File: config.mk
export PLATFORM = sky130hd
export DESIGN_NAME = ic_top
export DESIGN_NICKNAME = d
export VERILOG_FILES = /design/src/hw/ic_pkg.sv /design/src/hw/ic_bus_if.sv /design/src/hw/ic_track_if.sv /design/src/hw/ic_addr_decode.sv /design/src/hw/ic_rsp_tracker.sv /design/src/hw/ic_error_rsp_stub.sv /design/src/hw/ic_route_mux.sv /design/src/hw/ic_top.sv
export SDC_FILE = /design/constraint.sdc
export NUM_CORES = 1
export LEC_CHECK = 0
export BUFFER_PORTS_ARGS = -buffer_cell sky130_fd_sc_hd__buf_4
export CAP_MARGIN = 20
export CORE_AREA = 2 2 125 127
export DETAILED_ROUTE_END_ITERATION = 8
export DIE_AREA = 0 0 127 129
export GPL_TIMING_DRIVEN = 0
export PLACE_DENSITY = 0.45
export SYNTH_ARGS = -nofsm -noshare
export SYNTH_HDL_FRONTEND = slang
export SYNTH_SLANG_ARGS = --single-unit
File: constraint.sdc
create_clock -name g_clk -period 3.6 [get_ports g_clk]
set_input_delay 1.08 -clock g_clk [delete_from_list [all_inputs] [get_ports g_clk]]
set_output_delay 1.08 -clock g_clk [all_outputs]
set_load 0.005 [all_outputs]
File: src/hw/ic_pkg.sv
/*
 * Bus widths and vector types of the interconnect
 * Route and error responder state enums
 * Default ROM and RAM memory map
 */
`default_nettype none

package ic_pkg;

    // Bus widths
    // -------------------------------------------------
    localparam int ADDR_W = 32;                 // Byte address
    localparam int DATA_W = 32;                 // One word per beat
    localparam int STRB_W = DATA_W / 8;         // One strobe per byte

    typedef logic [ADDR_W-1:0] addr_t;
    typedef logic [DATA_W-1:0] data_t;
    typedef logic [STRB_W-1:0] strb_t;

    // Owner of a request, kept in the tracker FIFO
    typedef enum logic [1:0] {
        ROUTE_ROM,                              // ROM port at top level
        ROUTE_RAM,                              // RAM port at top level
        ROUTE_ERR                               // Internal error responder
    } route_t;

    typedef enum logic {
        STUB_IDLE,                              // Ready for a request
        STUB_RESP                               // Holding the error response
    } stub_state_t;

    // Default memory map
    // -------------------------------------------------
    localparam addr_t DEF_ROM_MATCH = 32'h1000_0000;
    localparam addr_t DEF_ROM_MASK  = 32'hFFFF_C000;   // 16 KiB window
    localparam addr_t DEF_RAM_MATCH = 32'h2000_0000;
    localparam addr_t DEF_RAM_MASK  = 32'hFFFF_0000;   // 64 KiB window

endpackage

`default_nettype wire

File: src/hw/ic_bus_if.sv
/*
 * Memory bus with req/gnt request channel
 * and recv/ack response channel
 */
`default_nettype none

interface ic_bus_if;

    // Request channel
    logic          req;                         // Request valid
    logic          wen;                         // Write enable
    ic_pkg::strb_t strb;                        // Byte write strobes
    ic_pkg::data_t wdata;                       // Write data
    ic_pkg::addr_t addr;                        // Read/write address
    logic          gnt;                         // Request accepted

    // Response channel
    logic          recv;                        // Response valid
    logic          ack;                         // Response taken
    logic          error;                       // Bus error
    ic_pkg::data_t rdata;                       // Read data

    modport host (
        output req, wen, strb, wdata, addr, ack,
        input  gnt, recv, error, rdata
    );

    modport device (
        input  req, wen, strb, wdata, addr, ack,
        output gnt, recv, error, rdata
    );

endinterface

`default_nettype wire

File: src/hw/ic_track_if.sv
/*
 * Link between the route mux and the response tracker
 */
`default_nettype none

interface ic_track_if;

    logic           acc_valid;                  // Request accepted this cycle
    ic_pkg::route_t acc_route;                  // Owner of that request
    logic           rsp_done;                   // Head response delivered
    logic           head_valid;                 // A response is outstanding
    ic_pkg::route_t head_route;                 // Owner of the oldest one
    logic           ready;                      // Room for another request

    modport router (
        output acc_valid, acc_route, rsp_done,
        input  head_valid, head_route, ready
    );

    modport tracker (
        input  acc_valid, acc_route, rsp_done,
        output head_valid, head_route, ready
    );

endinterface

`default_nettype wire

File: src/hw/ic_addr_decode.sv
/*
 * Address decoder
 * Mask and match compare against the ROM and RAM windows
 */
`default_nettype none

module ic_addr_decode #(
    parameter ic_pkg::addr_t ROM_MATCH = ic_pkg::DEF_ROM_MATCH,
    parameter ic_pkg::addr_t ROM_MASK  = ic_pkg::DEF_ROM_MASK,
    parameter ic_pkg::addr_t RAM_MATCH = ic_pkg::DEF_RAM_MATCH,
    parameter ic_pkg::addr_t RAM_MASK  = ic_pkg::DEF_RAM_MASK
) (
    input  wire ic_pkg::addr_t addr,            // Request address
    output ic_pkg::route_t     route            // Target that owns it
);

    logic hit_rom;                              // Inside ROM window
    logic hit_ram;                              // Inside RAM window

    assign hit_rom = (addr & ROM_MASK) == ROM_MATCH;
    assign hit_ram = (addr & RAM_MASK) == RAM_MATCH;

    // Priority select
    // -------------------------------------------------
    always_comb begin
        if (hit_rom) begin
            route = ic_pkg::ROUTE_ROM;          // ROM wins an overlap
        end else if (hit_ram) begin
            route = ic_pkg::ROUTE_RAM;
        end else begin
            route = ic_pkg::ROUTE_ERR;          // Unmapped, old AXI window too
        end
    end

endmodule

`default_nettype wire

File: src/hw/ic_rsp_tracker.sv
/*
 * Response tracker
 * Circular FIFO of request owners in issue order
 * Head owner output and not-full ready flag
 */
`default_nettype none

module ic_rsp_tracker #(
    parameter int MAX_REQUESTS = 3              // Requests in flight
) (
    input  wire         g_clk,
    input  wire         rst,
    ic_track_if.tracker trk
);

    localparam int PTR_W = (MAX_REQUESTS > 1) ? $clog2(MAX_REQUESTS) : 1;
    localparam int CNT_W = $clog2(MAX_REQUESTS + 1);

    localparam logic [PTR_W-1:0] LAST_PTR = PTR_W'(MAX_REQUESTS - 1);
    localparam logic [CNT_W-1:0] FULL_CNT = CNT_W'(MAX_REQUESTS);

    ic_pkg::route_t   owner_q [MAX_REQUESTS];   // Owner per slot
    logic [PTR_W-1:0] wr_ptr;                   // Next free slot
    logic [PTR_W-1:0] rd_ptr;                   // Oldest slot
    logic [CNT_W-1:0] count;                    // Outstanding responses
    logic             push;
    logic             pop;

    assign push = trk.acc_valid;                // Only when ready
    assign pop  = trk.rsp_done;                 // Only when head valid

    // Owner storage
    // -------------------------------------------------
    always_ff @(posedge g_clk) begin
        if (push) begin
            owner_q[wr_ptr] <= trk.acc_route;
        end
    end

    // Pointers and count
    // -------------------------------------------------
    always_ff @(posedge g_clk) begin
        if (rst) begin
            wr_ptr <= '0;
            rd_ptr <= '0;
            count  <= '0;
        end else begin
            if (push) begin
                wr_ptr <= (wr_ptr == LAST_PTR) ? '0 : wr_ptr + 1'b1;
            end
            if (pop) begin
                rd_ptr <= (rd_ptr == LAST_PTR) ? '0 : rd_ptr + 1'b1;
            end
            case ({push, pop})
                2'b10:   count <= count + 1'b1;
                2'b01:   count <= count - 1'b1;
                default: count <= count;        // Idle, or push and pop together
            endcase
        end
    end

    // Status to the router
    assign trk.head_valid = (count != '0);
    assign trk.head_route = owner_q[rd_ptr];    // Qualified by head_valid
    assign trk.ready      = (count != FULL_CNT);

endmodule

`default_nettype wire

File: src/hw/ic_error_rsp_stub.sv
/*
 * Error responder for unmapped addresses
 * Grants one request, then answers with error and zero data
 */
`default_nettype none

module ic_error_rsp_stub (
    input  wire      g_clk,
    input  wire      rst,
    ic_bus_if.device bus
);

    ic_pkg::stub_state_t state;                 // Current state
    ic_pkg::stub_state_t state_nxt;

    // Next state
    // -------------------------------------------------
    always_comb begin
        state_nxt = state;
        case (state)
            ic_pkg::STUB_IDLE: begin
                if (bus.req) begin
                    state_nxt = ic_pkg::STUB_RESP;  // Accepted, answer next
                end
            end
            ic_pkg::STUB_RESP: begin
                if (bus.ack) begin
                    state_nxt = ic_pkg::STUB_IDLE;  // Response taken
                end
            end
        endcase
    end

    always_ff @(posedge g_clk) begin
        if (rst) begin
            state <= ic_pkg::STUB_IDLE;
        end else begin
            state <= state_nxt;
        end
    end

    // One request at a time
    assign bus.gnt   = (state == ic_pkg::STUB_IDLE);
    assign bus.recv  = (state == ic_pkg::STUB_RESP);   // Held until ack
    assign bus.error = (state == ic_pkg::STUB_RESP);
    assign bus.rdata = '0;

endmodule

`default_nettype wire

File: src/hw/ic_route_mux.sv
/*
 * Request gating and grant mux toward ROM, RAM and error targets
 * Head-owner response mux and ack steering back to the CPU
 */
`default_nettype none

module ic_route_mux (
    // CPU port
    input  wire                cpu_req,
    input  wire                cpu_wen,
    input  wire ic_pkg::strb_t cpu_strb,
    input  wire ic_pkg::data_t cpu_wdata,
    input  wire ic_pkg::addr_t cpu_addr,
    output logic               cpu_gnt,
    output logic               cpu_recv,
    input  wire                cpu_ack,
    output logic               cpu_error,
    output ic_pkg::data_t      cpu_rdata,
    // ROM port
    output logic               rom_req,
    output logic               rom_wen,
    output ic_pkg::strb_t      rom_strb,
    output ic_pkg::data_t      rom_wdata,
    output ic_pkg::addr_t      rom_addr,
    input  wire                rom_gnt,
    input  wire                rom_recv,
    output logic               rom_ack,
    input  wire                rom_error,
    input  wire ic_pkg::data_t rom_rdata,
    // RAM port
    output logic               ram_req,
    output logic               ram_wen,
    output ic_pkg::strb_t      ram_strb,
    output ic_pkg::data_t      ram_wdata,
    output ic_pkg::addr_t      ram_addr,
    input  wire                ram_gnt,
    input  wire                ram_recv,
    output logic               ram_ack,
    input  wire                ram_error,
    input  wire ic_pkg::data_t ram_rdata,
    // Decoder, error target and tracker
    input  wire ic_pkg::route_t route,
    ic_bus_if.host             err_bus,
    ic_track_if.router         trk
);

    logic req_ok;                               // CPU request with tracker room
    logic sel_gnt;                              // Grant of the addressed target
    logic head_rom;                             // Head response owners
    logic head_ram;
    logic head_err;

    // Request side
    // -------------------------------------------------
    assign req_ok      = cpu_req && trk.ready;
    assign rom_req     = req_ok && (route == ic_pkg::ROUTE_ROM);
    assign ram_req     = req_ok && (route == ic_pkg::ROUTE_RAM);
    assign err_bus.req = req_ok && (route == ic_pkg::ROUTE_ERR);

    // Fields fan out to every target
    assign rom_wen       = cpu_wen;
    assign rom_strb      = cpu_strb;
    assign rom_wdata     = cpu_wdata;
    assign rom_addr      = cpu_addr;
    assign ram_wen       = cpu_wen;
    assign ram_strb      = cpu_strb;
    assign ram_wdata     = cpu_wdata;
    assign ram_addr      = cpu_addr;
    assign err_bus.wen   = cpu_wen;
    assign err_bus.strb  = cpu_strb;
    assign err_bus.wdata = cpu_wdata;
    assign err_bus.addr  = cpu_addr;

    always_comb begin
        case (route)
            ic_pkg::ROUTE_ROM: sel_gnt = rom_gnt;
            ic_pkg::ROUTE_RAM: sel_gnt = ram_gnt;
            ic_pkg::ROUTE_ERR: sel_gnt = err_bus.gnt;
            default:           sel_gnt = 1'b0;
        endcase
    end

    assign cpu_gnt       = req_ok && sel_gnt;
    assign trk.acc_valid = cpu_gnt;             // Push owner on acceptance
    assign trk.acc_route = route;

    // Response side
    // -------------------------------------------------
    assign head_rom = trk.head_valid && (trk.head_route == ic_pkg::ROUTE_ROM);
    assign head_ram = trk.head_valid && (trk.head_route == ic_pkg::ROUTE_RAM);
    assign head_err = trk.head_valid && (trk.head_route == ic_pkg::ROUTE_ERR);

    // Only the oldest owner is visible, later answers wait
    always_comb begin
        cpu_recv  = 1'b0;
        cpu_error = 1'b0;
        cpu_rdata = '0;
        if (head_rom) begin
            cpu_recv  = rom_recv;
            cpu_error = rom_error;
            cpu_rdata = rom_rdata;
        end else if (head_ram) begin
            cpu_recv  = ram_recv;
            cpu_error = ram_error;
            cpu_rdata = ram_rdata;
        end else if (head_err) begin
            cpu_recv  = err_bus.recv;
            cpu_error = err_bus.error;
            cpu_rdata = err_bus.rdata;
        end
    end

    assign rom_ack      = head_rom && cpu_ack;  // Ack to head owner only
    assign ram_ack      = head_ram && cpu_ack;
    assign err_bus.ack  = head_err && cpu_ack;
    assign trk.rsp_done = cpu_recv && cpu_ack;  // Pop the head

endmodule

`default_nettype wire

File: src/hw/ic_top.sv
/*
 * Interconnect top level for one CPU data port
 * Decoder, route mux, response tracker and error responder
 */
`default_nettype none

module ic_top #(
    parameter ic_pkg::addr_t ROM_MATCH    = ic_pkg::DEF_ROM_MATCH,
    parameter ic_pkg::addr_t ROM_MASK     = ic_pkg::DEF_ROM_MASK,
    parameter ic_pkg::addr_t RAM_MATCH    = ic_pkg::DEF_RAM_MATCH,
    parameter ic_pkg::addr_t RAM_MASK     = ic_pkg::DEF_RAM_MASK,
    parameter int            MAX_REQUESTS = 3
) (
    input  wire                g_clk,
    input  wire                rst,
    // CPU port
    input  wire                cpu_req,
    input  wire                cpu_wen,
    input  wire ic_pkg::strb_t cpu_strb,
    input  wire ic_pkg::data_t cpu_wdata,
    input  wire ic_pkg::addr_t cpu_addr,
    output wire                cpu_gnt,
    output wire                cpu_recv,
    input  wire                cpu_ack,
    output wire                cpu_error,
    output wire ic_pkg::data_t cpu_rdata,
    // ROM port
    output wire                rom_req,
    output wire                rom_wen,
    output wire ic_pkg::strb_t rom_strb,
    output wire ic_pkg::data_t rom_wdata,
    output wire ic_pkg::addr_t rom_addr,
    input  wire                rom_gnt,
    input  wire                rom_recv,
    output wire                rom_ack,
    input  wire                rom_error,
    input  wire ic_pkg::data_t rom_rdata,
    // RAM port
    output wire                ram_req,
    output wire                ram_wen,
    output wire ic_pkg::strb_t ram_strb,
    output wire ic_pkg::data_t ram_wdata,
    output wire ic_pkg::addr_t ram_addr,
    input  wire                ram_gnt,
    input  wire                ram_recv,
    output wire                ram_ack,
    input  wire                ram_error,
    input  wire ic_pkg::data_t ram_rdata
);

    ic_pkg::route_t route;                      // Decoded owner of cpu_addr
    ic_bus_if       err_bus ();                 // Mux to error responder
    ic_track_if     trk ();                     // Mux to tracker

    // Instances
    // -------------------------------------------------
    ic_addr_decode #(
        .ROM_MATCH (ROM_MATCH),
        .ROM_MASK  (ROM_MASK),
        .RAM_MATCH (RAM_MATCH),
        .RAM_MASK  (RAM_MASK)
    ) u_addr_decode (
        .addr  (cpu_addr),
        .route (route)
    );

    // Port names match the top level one to one
    ic_route_mux u_route_mux (.*);

    ic_rsp_tracker #(
        .MAX_REQUESTS (MAX_REQUESTS)
    ) u_rsp_tracker (
        .g_clk (g_clk),
        .rst   (rst),
        .trk   (trk)
    );

    ic_error_rsp_stub u_error_rsp_stub (
        .g_clk (g_clk),
        .rst   (rst),
        .bus   (err_bus)
    );

endmodule

`default_nettype wire

Word-level counts from Yosys, hierarchy flattened. Memory sizes are Yosys's and may differ from the RTL's. A register that Yosys moved wholly into a read port is not among the register bits. Cells that the tools add are included.

Register bits after elaboration: 7. RAM bits: 6. Word-level logic and storage cells: 57. Input bits: 143. Output and inout bits: 177. Memories kept: 1.

Memories: u_rsp_tracker.owner_q (words 3, width 2, read ports 1, clocked after memory_dff 1, wr ports 1, RTL line ic_rsp_tracker.sv:22) `ic_pkg::route_t owner_q [MAX_REQUESTS];`.

Bitwise logic cells: 1. Eq/ne operators: 11. Add/subtract/negate cells: 4. Multiplexer cells: 20. Reductions and logical operators: 16.

Operators with widths (count): 2-to-1 mux 32 bit (2); == test 18 x 15 -> 1 bit, second input constant (1); == test 16 x 14 -> 1 bit, second input constant (1); logical AND 1 bit (12); 2-to-1 mux 2 bit (6); == test 2 bit, second input constant (5); 2-to-1 mux 1 bit (9); adder 2 x 1 -> 2 bit, second input constant (3); == test 2 x 1 -> 1 bit, second input constant (3); zero test 2 bit (2); case mux 2 bit (2 select lines) (1); nonzero test 2 bit (2); case mux 1 bit (3 select lines) (1); != test 2 bit, second input constant (1); case mux 1 bit (2 select lines) (1); subtractor 2 x 1 -> 2 bit, second input constant (1); inverter 1 bit (1).

Longest topological paths before layout. Gate-level depths: netlist (run 1).

Word-level depth: 8. Mapped depth: 9. Depth with buffers taken out: 8.

Modules after synthesis. From an unflattened synthesis (run 1), not the netlist that was laid out.

Cells, all modules: 472. Area total of the unflattened synthesis: 3677.3 µm².

By module, submodules not included: ic_route_mux (area each 2792.7 µm², times used 1, cells an instance 379); ic_rsp_tracker (area each 524.3 µm², times used 1, cells an instance 45); ic_error_rsp_stub (area each 296.5 µm², times used 1, cells an instance 39); ic_addr_decode (area each 63.8 µm², times used 1, cells an instance 9).

Worst setup path before layout (run 1). OpenSTA, ideal clock, no wires.

Kind: input -> output. Start point: input port cpu_addr[20]. End point: output port cpu_gnt. Arrival time: 2017 ps. Path buffers: 1. Stages on the path: 6. Path slack: 503 ps. Cell sequence: nor4_2 and4_1 nand2_1 o21a_1 buf_6 inv_1.

Longest elaborated chain between the ends: 6. Elaborated cells between the ends (all ways): 9. Classes of those cells: eq/ne (4); mux (3); reduce/logical (2).

RTL lines: start, declared (RTL line ic_top.sv:21) `input wire ic_pkg::addr_t cpu_addr,`; == test 16 x 14 -> 1 bit (RTL line ic_addr_decode.sv:21) `assign hit_ram = (addr & RAM_MASK) == RAM_MATCH;`; 2-to-1 mux 2 bit (RTL line ic_addr_decode.sv:28) `end else if (hit_ram) begin`; 2-to-1 mux 2 bit * (RTL line ic_addr_decode.sv:26) `if (hit_rom) begin`; == test 2 bit (tied with other cells) (RTL line ic_route_mux.sv:75) `case (route)`; case mux 1 bit (3 select lines) * (RTL line ic_route_mux.sv:75); logical AND 1 bit * (RTL line ic_route_mux.sv:83) `assign cpu_gnt = req_ok && sel_gnt;`; end, declared (RTL line ic_top.sv:22) `output wire cpu_gnt,`.

Mark *: on every way between the ends. The rest lies on a longest branch, timed or not.

Final worst setup path (run 1).
Start point: input port cpu_addr[29]. End point: output port cpu_gnt.

Same word-level chain as after synthesis.

==> run metrics, run 1 <==
Die X-Extent 127 microns; die area roughly 16000 sq um; min-delay src u_rsp_tracker.rd_ptr[1]; Post-Synth Simple-Gate Area 0.120; Yosys top cell area share 0.449; I/O Buffers between 200 and 300; vias in the first global route 2565; status finished, final reports clean; global placer's final weighted congestion 0.777; Post-Syn Nets 416; final setup fails 0; Synth Area in XOR/XNOR 0.00754; Yosys warnings 0; first-pass GRT wire length around 14000 microns; synth unique cells 43; critical path arrival 2.38 ns; initial DRC count 53; largest net degree at the start of global routing 11; Layout Area Growth over Synthesis 101%; Compound-Gate Fraction of Synth Area 0.188; Final Skew slightly above 0.0008 ns; Synth Area in Adders 0.00539; fin. max-slew vios 0; DR vias 2754; Final nets 689; Diodes inserted 0; Setup WS pre-CTS around 0.046 ns; fraction of registers with async set/reset 0; setup TNS 0 ns; syn_area_per_cell 8.54 sq um; layout cell share with drive strength beyond 1 0.796; post-layout min period 3.46 ns; clock-pin slew on the worst setup and hold paths about 0.05 ns; Hold Crit Class flip-flop to flip-flop; Fillers 1613; initial antenna violation count 0; Wirelength per Cell 13.8 microns; GRT Total Usage 0.110; Slew @ Worst Pin 0.476 ns; maxcap violations 0; GR Overflow Total 0; unrepaired setup endpoints after global routing false; post-synthesis mux area share 0.0399; multi-input combinational cell area 855 sq um; io pins 320; Main synth FF type dfxtp_1; largest family of logic cells by synthesized area buffers and inverters; commonest cells in the netlist buf_4 (139), a22o_1 (32), nor2_1 (10), dfxtp_1 (9), edfxtp_1 (6); TritonCTS Buffers 3; CP Max Fanout 7; Pwr Density ~180 nW/um^2; post-synthesis register bit count 15; mapped cell area 2320 sq um; slew margin rel. 0.683; Worst VDD drop 0.122 mV; clk root buf clkbuf_16; Seq. cell area 360 sq um; TritonRoute pass-1 iters 4; drt via density 3.76; Final WS setup approximately 0.14 ns; fin crit share 0.961; Post-synth EDFFs 6; Max clock buf depth 2; initial core utilization 0.155; DRC violations left 0; Row Count 45; Die Y roughly 130 microns; CTS H-tree lvls 1; post-synthesis sequential area ratio 0.155; WS Path Type input pin to primary output; cells after synthesis 272; count leader, synth buf_4; Post-DRT Antenna Nets 0; dpl hpwl 9140 microns; core footprint 15000 sq um; Synth area leader buf_4; CTS tree yes; Worst setup EP type primary output; Fmax achieved 289 MHz; final WL just over 10000 microns; CTS sink cnt 15; worst skew pair latency around 0.24 ns; main area contributors after synthesis buf_4 (45%), a22o_1 (12%), dfxtp_1 (7.8%); Worst Path Required approximately 2.5 ns; Power, Total 832 uW; CP startpoint cpu_addr[29]; Leakage 0.00248 uW; CP Launch Type input pin; Final Hold Vio Count 0
[area by class of cell]
type,count,area share
Inverter,3,0.00241
Timing Repair Buffer,268,0.431
Buffer,147,0.239
Tap cell,188,0.0504
Clock inverter,1,0.00107
Multi-Input combinational cell,107,0.183
Sequential cell,15,0.0772
Clock buffer,3,0.0161
[through the flow]
step | util | area [sq um] | std cells | hold slack [ns]
final | 0.312 | 4670 | 732 | 0.506
after global routing | 0.312 | 4670 | 732 | 0.532
after CTS | 0.310 | 4640 | 731 | 0.511
after detailed placement | 0.305 | 4560 | 727 | 0.505
after global placement | 0.305 | 4560 | 727 | 0.496
after floorplan | - | 2320 | 272 | 0.470
[where the power goes]
part	switching, uW	internal (uW)
clock network	65.2	148
registers	12.3	187
logic	129	290
total	207	626
[routing by layer]
metal,up-vias,wire length [microns],GRT usage
li1,1349,-,-
met1,1231,3470,0.120
met2,164,5330,0.207
met3,10,1160,0.0358
met4,0,126,0.0246
met5,-,0,0
[final timing paths]
check / to / slack [ns] / cells past startpoint
hold / removal: flip-flop / 0.51 / 2
setup reg to reg: u_rsp_tracker.count[1] / 1.30 / 7
setup / recovery: cpu_gnt / 0.14 / 8
hold reg to reg: flip-flop / 0.51 / 2
[worst max-delay path, stage by stage]
cell and delay, ns:
buf_4 0.14, nor4b_2 0.37, nor2_1 0.10, o211ai_1 0.23
o21a_1 0.17, buf_6 0.13, inv_1 0.04, buf_4 0.13
[logic make-up (layout without fill, tap and decap cells)]
kind of cell               after synthesis  after routing
buffers and inverters                  150            422
AOI/OAI and AO/OA                       54             54
and+or+nand+nor                         43             43
DFF                                     15             15
muxes                                    7              7
xor gates and xnor gates                 2              2
adders and majority gates                1              1
[placed cells by master, fill, tap and decap left out, types with 2 or more instances in the layout]
master	synthesis	layout
nor3_1	2	2
buf_6	4	4
a2bb2oi_1	2	2
nor2b_1	4	4
inv_1	3	3
buf_4	139	407
nor2_1	10	10
nor3b_1	2	2
o21ai_0	5	5
nand3_1	3	3
nand4_1	2	2
buf_2	3	3
mux2i_1	4	4
a22o_1	32	32
o21ai_2	2	2
and2_1	3	3
edfxtp_1	6	6
nor4_4	0	2
mux2_4	2	2
nand2b_1	2	2
a21oi_1	5	5
and4_1	2	2
a211oi_1	2	2
clkbuf_16	0	3
nand2_1	3	3
dfxtp_1	9	9
[what timing repair did]
action,CTS,global route
gates resized for setup,0,2
hold buffers,0,0
setup buffers,0,1
setup endpoints to repair,0,1
Note: power is estimated with default switching activity, not from simulation.
==> run 2, diff against run 1 <==
- ABC_AREA: not set -> 1
- CORE_AREA: 2 2 125 127 -> 2 2 124 126
- DIE_AREA: 0 0 127 129 -> 0 0 126 128
- PLACE_DENSITY: 0.45 -> 0.46
- TNS_END_PERCENT: not set -> 5
- clock period: 3.6 -> 4.5 ns (I/O delays scaled with it)
==> run metrics, run 2 <==
Final nets 728; final WL 9890 microns; fin crit share 0.887; io pins 320; Worst Path Required 3.15 ns; metal2 WL around 5400 microns; setup TNS 0 ns; fraction of registers with async set/reset 0; Slew @ Worst Pin 0.528 ns; Post-Syn Nets 455; fin. max-slew vios 0; cells after synthesis between 300 and 400; initial antenna violation count 0; initial DRC count 36; Diodes inserted 0; Main synth FF type dfxtp_1; PostCTS Resize Cnt 0; Fmax achieved 250 MHz; worst skew pair latency 0.25 ns; Final Skew just under 0.008 ns; Seq. cell area 360 sq um; Fillers around 1600; GRT Total Usage 0.108; Worst setup EP type primary output; slew margin rel. 0.647; post-layout min period 3.99 ns; CTS sink cnt 15; Post-CTS Hold Fix Bufs 0; CTS H-tree lvls 1; Leakage 0.00261 uW; drt via density around 3.6; first-pass GRT wire length around 14000 microns; max layer used met4; vias in the first global route 2583; initial core utilization 0.153; largest net degree at the start of global routing 11; synth unique cells 22; GR Overflow Total 0; main area contributors after synthesis buf_4 (46%), a22o_1 (12%), dfxtp_1 (7.9%); Row Count 45; Worst VDD drop 0.106 mV; dpl hpwl 9130 microns; post-synthesis sequential area ratio 0.158; most frequent cells in the layout buf_4 (409), a22o_1 (32), nor2_1 (29); count leader, synth buf_4; Max clock buf depth 2; Yosys top cell area share 0.464; layout cell share with drive strength beyond 1 0.732; status finished, final reports clean; mapped cell area 2280 sq um; final core occ 0.310; global placer's final weighted congestion 0.741; die area 16100 sq um; Yosys warnings 0; Die Y between 100 and 150 microns; maxcap violations 0; Final Hold Vio Count 0; Post-DRT Antenna Nets 0; I/O Buffers ~270; M1 WL 3710 microns; Die X-Extent 126 microns; CP Launch Type input pin; Layout Area Growth over Synthesis 102%; CP Max Fanout 4; final setup fails 0; Setup Fix Bufs, Post-CTS 0; clk root buf clkbuf_16; critical path arrival 2.64 ns; TritonRoute pass-1 iters 4; WS Path Type input pin to primary output; Hold Crit Class flip-flop to flip-flop; commonest cells in the netlist buf_4 (141), a22o_1 (32), nor2_1 (29), nand2_1 (26), inv_1 (19); TritonCTS Buffers 3; post-synthesis register bit count 15; unrepaired setup endpoints after global routing false; routed length on met3 between 700 and 800 microns; syn_area_per_cell 7.33 sq um; commonest non-fill, non-tap cell in the layout buf_4; multi-input combinational cell area 764 sq um; core footprint around 15000 sq um; DR vias 2806; CTS tree yes; clock-pin slew on the worst setup and hold paths roughly 0.050 ns; DRC violations left 0; Post-synth EDFFs 6; Synth area leader buf_4; Pwr Density 152 nW/um^2; Wirelength per Cell about 13 microns
-- run 2: changes by cell type after synthesis, moves of 4 or more --
| cell | before | now |
|---|---|---|
| inv_1 | 3 | 19 |
| buf_6 | 4 | 0 |
| nand2_1 | 3 | 26 |
| nand3_1 | 3 | 12 |
| mux2i_1 | 4 | 0 |
| nor2_1 | 10 | 29 |
| nand4_1 | 2 | 6 |
| nor2b_1 | 4 | 0 |
-- run 2: kinds of logic (layout without fill, tap and decap cells) --
logic type      Yosys count  after routing  synth area share
buf+inv                 166            438             0.507
simple gates             86             86             0.182
compound gates           43             43             0.148
flops                    15             15             0.158
fa+ha+maj                 1              1           0.00548
-- run 2: area by class of cell --
cell class | count | area share
plain buffers | 144 | 0.233
repair buffers | 268 | 0.437
clock buffers | 3 | 0.0163
well taps | 188 | 0.0510
multi-input cells | 130 | 0.166
clock inverters | 1 | 0.00109
flip-flops and latches | 15 | 0.0782
inverters | 22 | 0.0179
-- run 2: power by group --
group          internal (uW)  leakage, uW  switching, uW  total (uW)
sequential               150     0.000130           6.33         156
clock                    118    0.0000409           52.0         170
combinational            248      0.00244            128         376
-- run 2: path summary, 6_finish.rpt --
path	from	slack, ns	cells past startpoint	endpoint
worst max-delay path	cpu_addr[19]	0.51	10	cpu_gnt
worst min-delay path	u_rsp_tracker.count[1]	0.47	1	u_rsp_tracker.count[1]
worst min register to register	u_rsp_tracker.count[1]	0.47	1	u_rsp_tracker.count[1]
worst max register to register	u_rsp_tracker.owner_q[2][0]	2.43	13	u_rsp_tracker.count[1]
-- run 2: through the flow --
| stage | setup slack (ns) | area [sq um] | cells | hold slack [ns] | total power (uW) |
|---|---|---|---|---|---|
| 6_report | 0.507 | 4610 | 771 | 0.474 | 702 |
| 5_1_grt | 0.311 | 4610 | 771 | 0.508 | 746 |
| 4_1_cts | 0.480 | 4610 | 771 | 0.480 | 711 |
| 3_5_place_dp | 0.486 | 4530 | 767 | 0.472 | 540 |
| 3_3_place_gp | 0.467 | 4530 | 767 | 0.460 | 537 |
| 2_1_floorplan | 0.965 | 2280 | 311 | 0.443 | 328 |
-- run 2: critical path, cell delays in order --
cell and delay (ns):
buf_4 0.12, nor2_1 0.16, nand2_1 0.09, nor2_1 0.21, nand3_1 0.17, nand3_1 0.10, nand3_1 0.11, nand2_1 0.14
inv_1 0.06, buf_4 0.13
-- run 2: per-layer routing --
| layer | track usage | vias up |
|---|---|---|
| li1 | - | 1424 |
| met1 | 0.130 | 1249 |
| met2 | 0.204 | 128 |
| met3 | 0.0205 | 5 |
| met4 | 0.0123 | 0 |
| met5 | 0 | - |
==> run 3, diff against run 2 <==
- CORE_AREA: 2 2 124 126 -> 2 2 126 128
- DIE_AREA: 0 0 126 128 -> 0 0 128 130
- PLACE_DENSITY: 0.46 -> 0.44
- clock period: 4.5 -> 3.9 ns (I/O delays scaled with it)
==> run metrics, run 3 (same netlist as run 2, synthesis figures left out) <==
status finished, final reports clean; Critical path buffers and inverters 3; Final Skew 0.00165 ns; Die X-Extent about 130 microns; WHS around 0.48 ns; final WL 9490 microns; unrepaired setup endpoints after global routing false; Setup Fix Bufs, Post-CTS 0; DR vias about 2800; Largest stage delay, worst path 0.22 ns; largest net degree at the start of global routing 11; global placer's final weighted congestion approximately 0.71; Final nets around 730; CTS tree yes; I/O Buffers 268; CTS H-tree lvls 1; first-pass GRT wire length 12700 microns; WS Path Type input pin to primary output; CTS sink cnt 15; maxcap violations 0; Row Count 46; Max clock buf depth 2; PostCTS Resize Cnt 0; post-layout min period between 3 and 4 ns; vias in the first global route 2561; Die Y between 100 and 150 microns; Top delay family on crit path simple AND/OR/NAND/NOR gates; initial antenna violation count 0; Final Hold Vio Count 0; commonest non-fill, non-tap cell in the layout buf_4; slew margin rel. 0.681; Fmax achieved 273 MHz; dpl hpwl 8810 microns; io pins 320; fin. max-slew vios 0; Wirelength per Cell between 10 and 15 microns; fin crit share 0.938; DRC violations left 0; Diodes inserted 0; Slew @ Worst Pin approximately 0.48 ns; layout cell share with drive strength beyond 1 0.731; Worst Path Required 2.73 ns; final setup fails 0; Post-DRT Antenna Nets 0; clock-pin slew on the worst setup and hold paths 0.04 ns; CP Max Fanout 4; TritonCTS Buffers 3; Fillers 1741; Pwr Density roughly 170 nW/um^2; most used cell, CP nand3_1; Worst path slowest cell nor2_1; Hold Crit Class flip-flop to flip-flop; critical path arrival 2.49 ns; drt via density 3.61; CP Launch Type input pin; worst skew pair latency between 0.2 and 0.25 ns; initial core utilization 0.148; TritonRoute pass-1 iters 4; CP cell instances buf_4 > nor2_1 > nand2_1 > nor2_1 > nand3_1 > nand3_1 > nand3_1 > nand2_1 > inv_1 > buf_4; initial DRC count 45; core footprint 15400 sq um; most frequent cells in the layout buf_4 (409), a22o_1 (32), nor2_1 (29); clk root buf clkbuf_16; Layout Area Growth over Synthesis 102%; Worst VDD drop 0.113 mV; GRT Total Usage 0.0953; Leakage about 0.0026 uW; setup TNS 0 ns; Worst setup EP type primary output; Post-CTS Hold Fix Bufs 0; die area between 15000 and 20000 sq um; GR Overflow Total 0
## run 3: per-stage QoR
stage	setup WS (ns)	total power [uW]	cell area, sq um	utilization	cells
6_report	0.241	804	4610	0.299	775
5_1_grt	0.0331	856	4610	0.299	775
4_1_cts	0.223	817	4610	0.299	775
3_5_place_dp	0.235	623	4530	0.294	771
3_3_place_gp	0.210	619	4530	0.294	771
2_1_floorplan	0.725	378	2280	-	311
## run 3: layout make-up
class / instances / area [sq um] / share of cell area
buffer: 144 / 1070 / 0.233
clock buffer: 4 / 78.8 / 0.0171
inverter: 22 / 82.6 / 0.0179
multi-input combinational: 130 / 764 / 0.166
sequential: 15 / 360 / 0.0781
tap: 192 / 240 / 0.0521
timing repair buffer: 268 / 2010 / 0.436
## run 3: path summary, 6_finish.rpt
path / start / to / slack [ns] / cells past startpoint
min: u_rsp_tracker.count[1] / u_rsp_tracker.count[1] / 0.48 / 1
max: cpu_addr[19] / cpu_gnt / 0.24 / 10
max reg2reg: u_rsp_tracker.owner_q[2][0] / u_rsp_tracker.count[1] / 1.78 / 13
min reg2reg: u_rsp_tracker.count[1] / u_rsp_tracker.count[1] / 0.48 / 1
## run 3: routing by layer
layer,vias to the layer above,routed length [microns],GRT usage
met5,-,0,0
met4,0,11,0.00776
met3,2,700,0.0144
met2,128,5580,0.205
met1,1240,3190,0.0993
li1,1425,-,-
## run 3: where the power goes
group,internal (uW),switching [uW]
clock,138,53.7
sequential,173,7.44
combinational,286,147
total,597,208
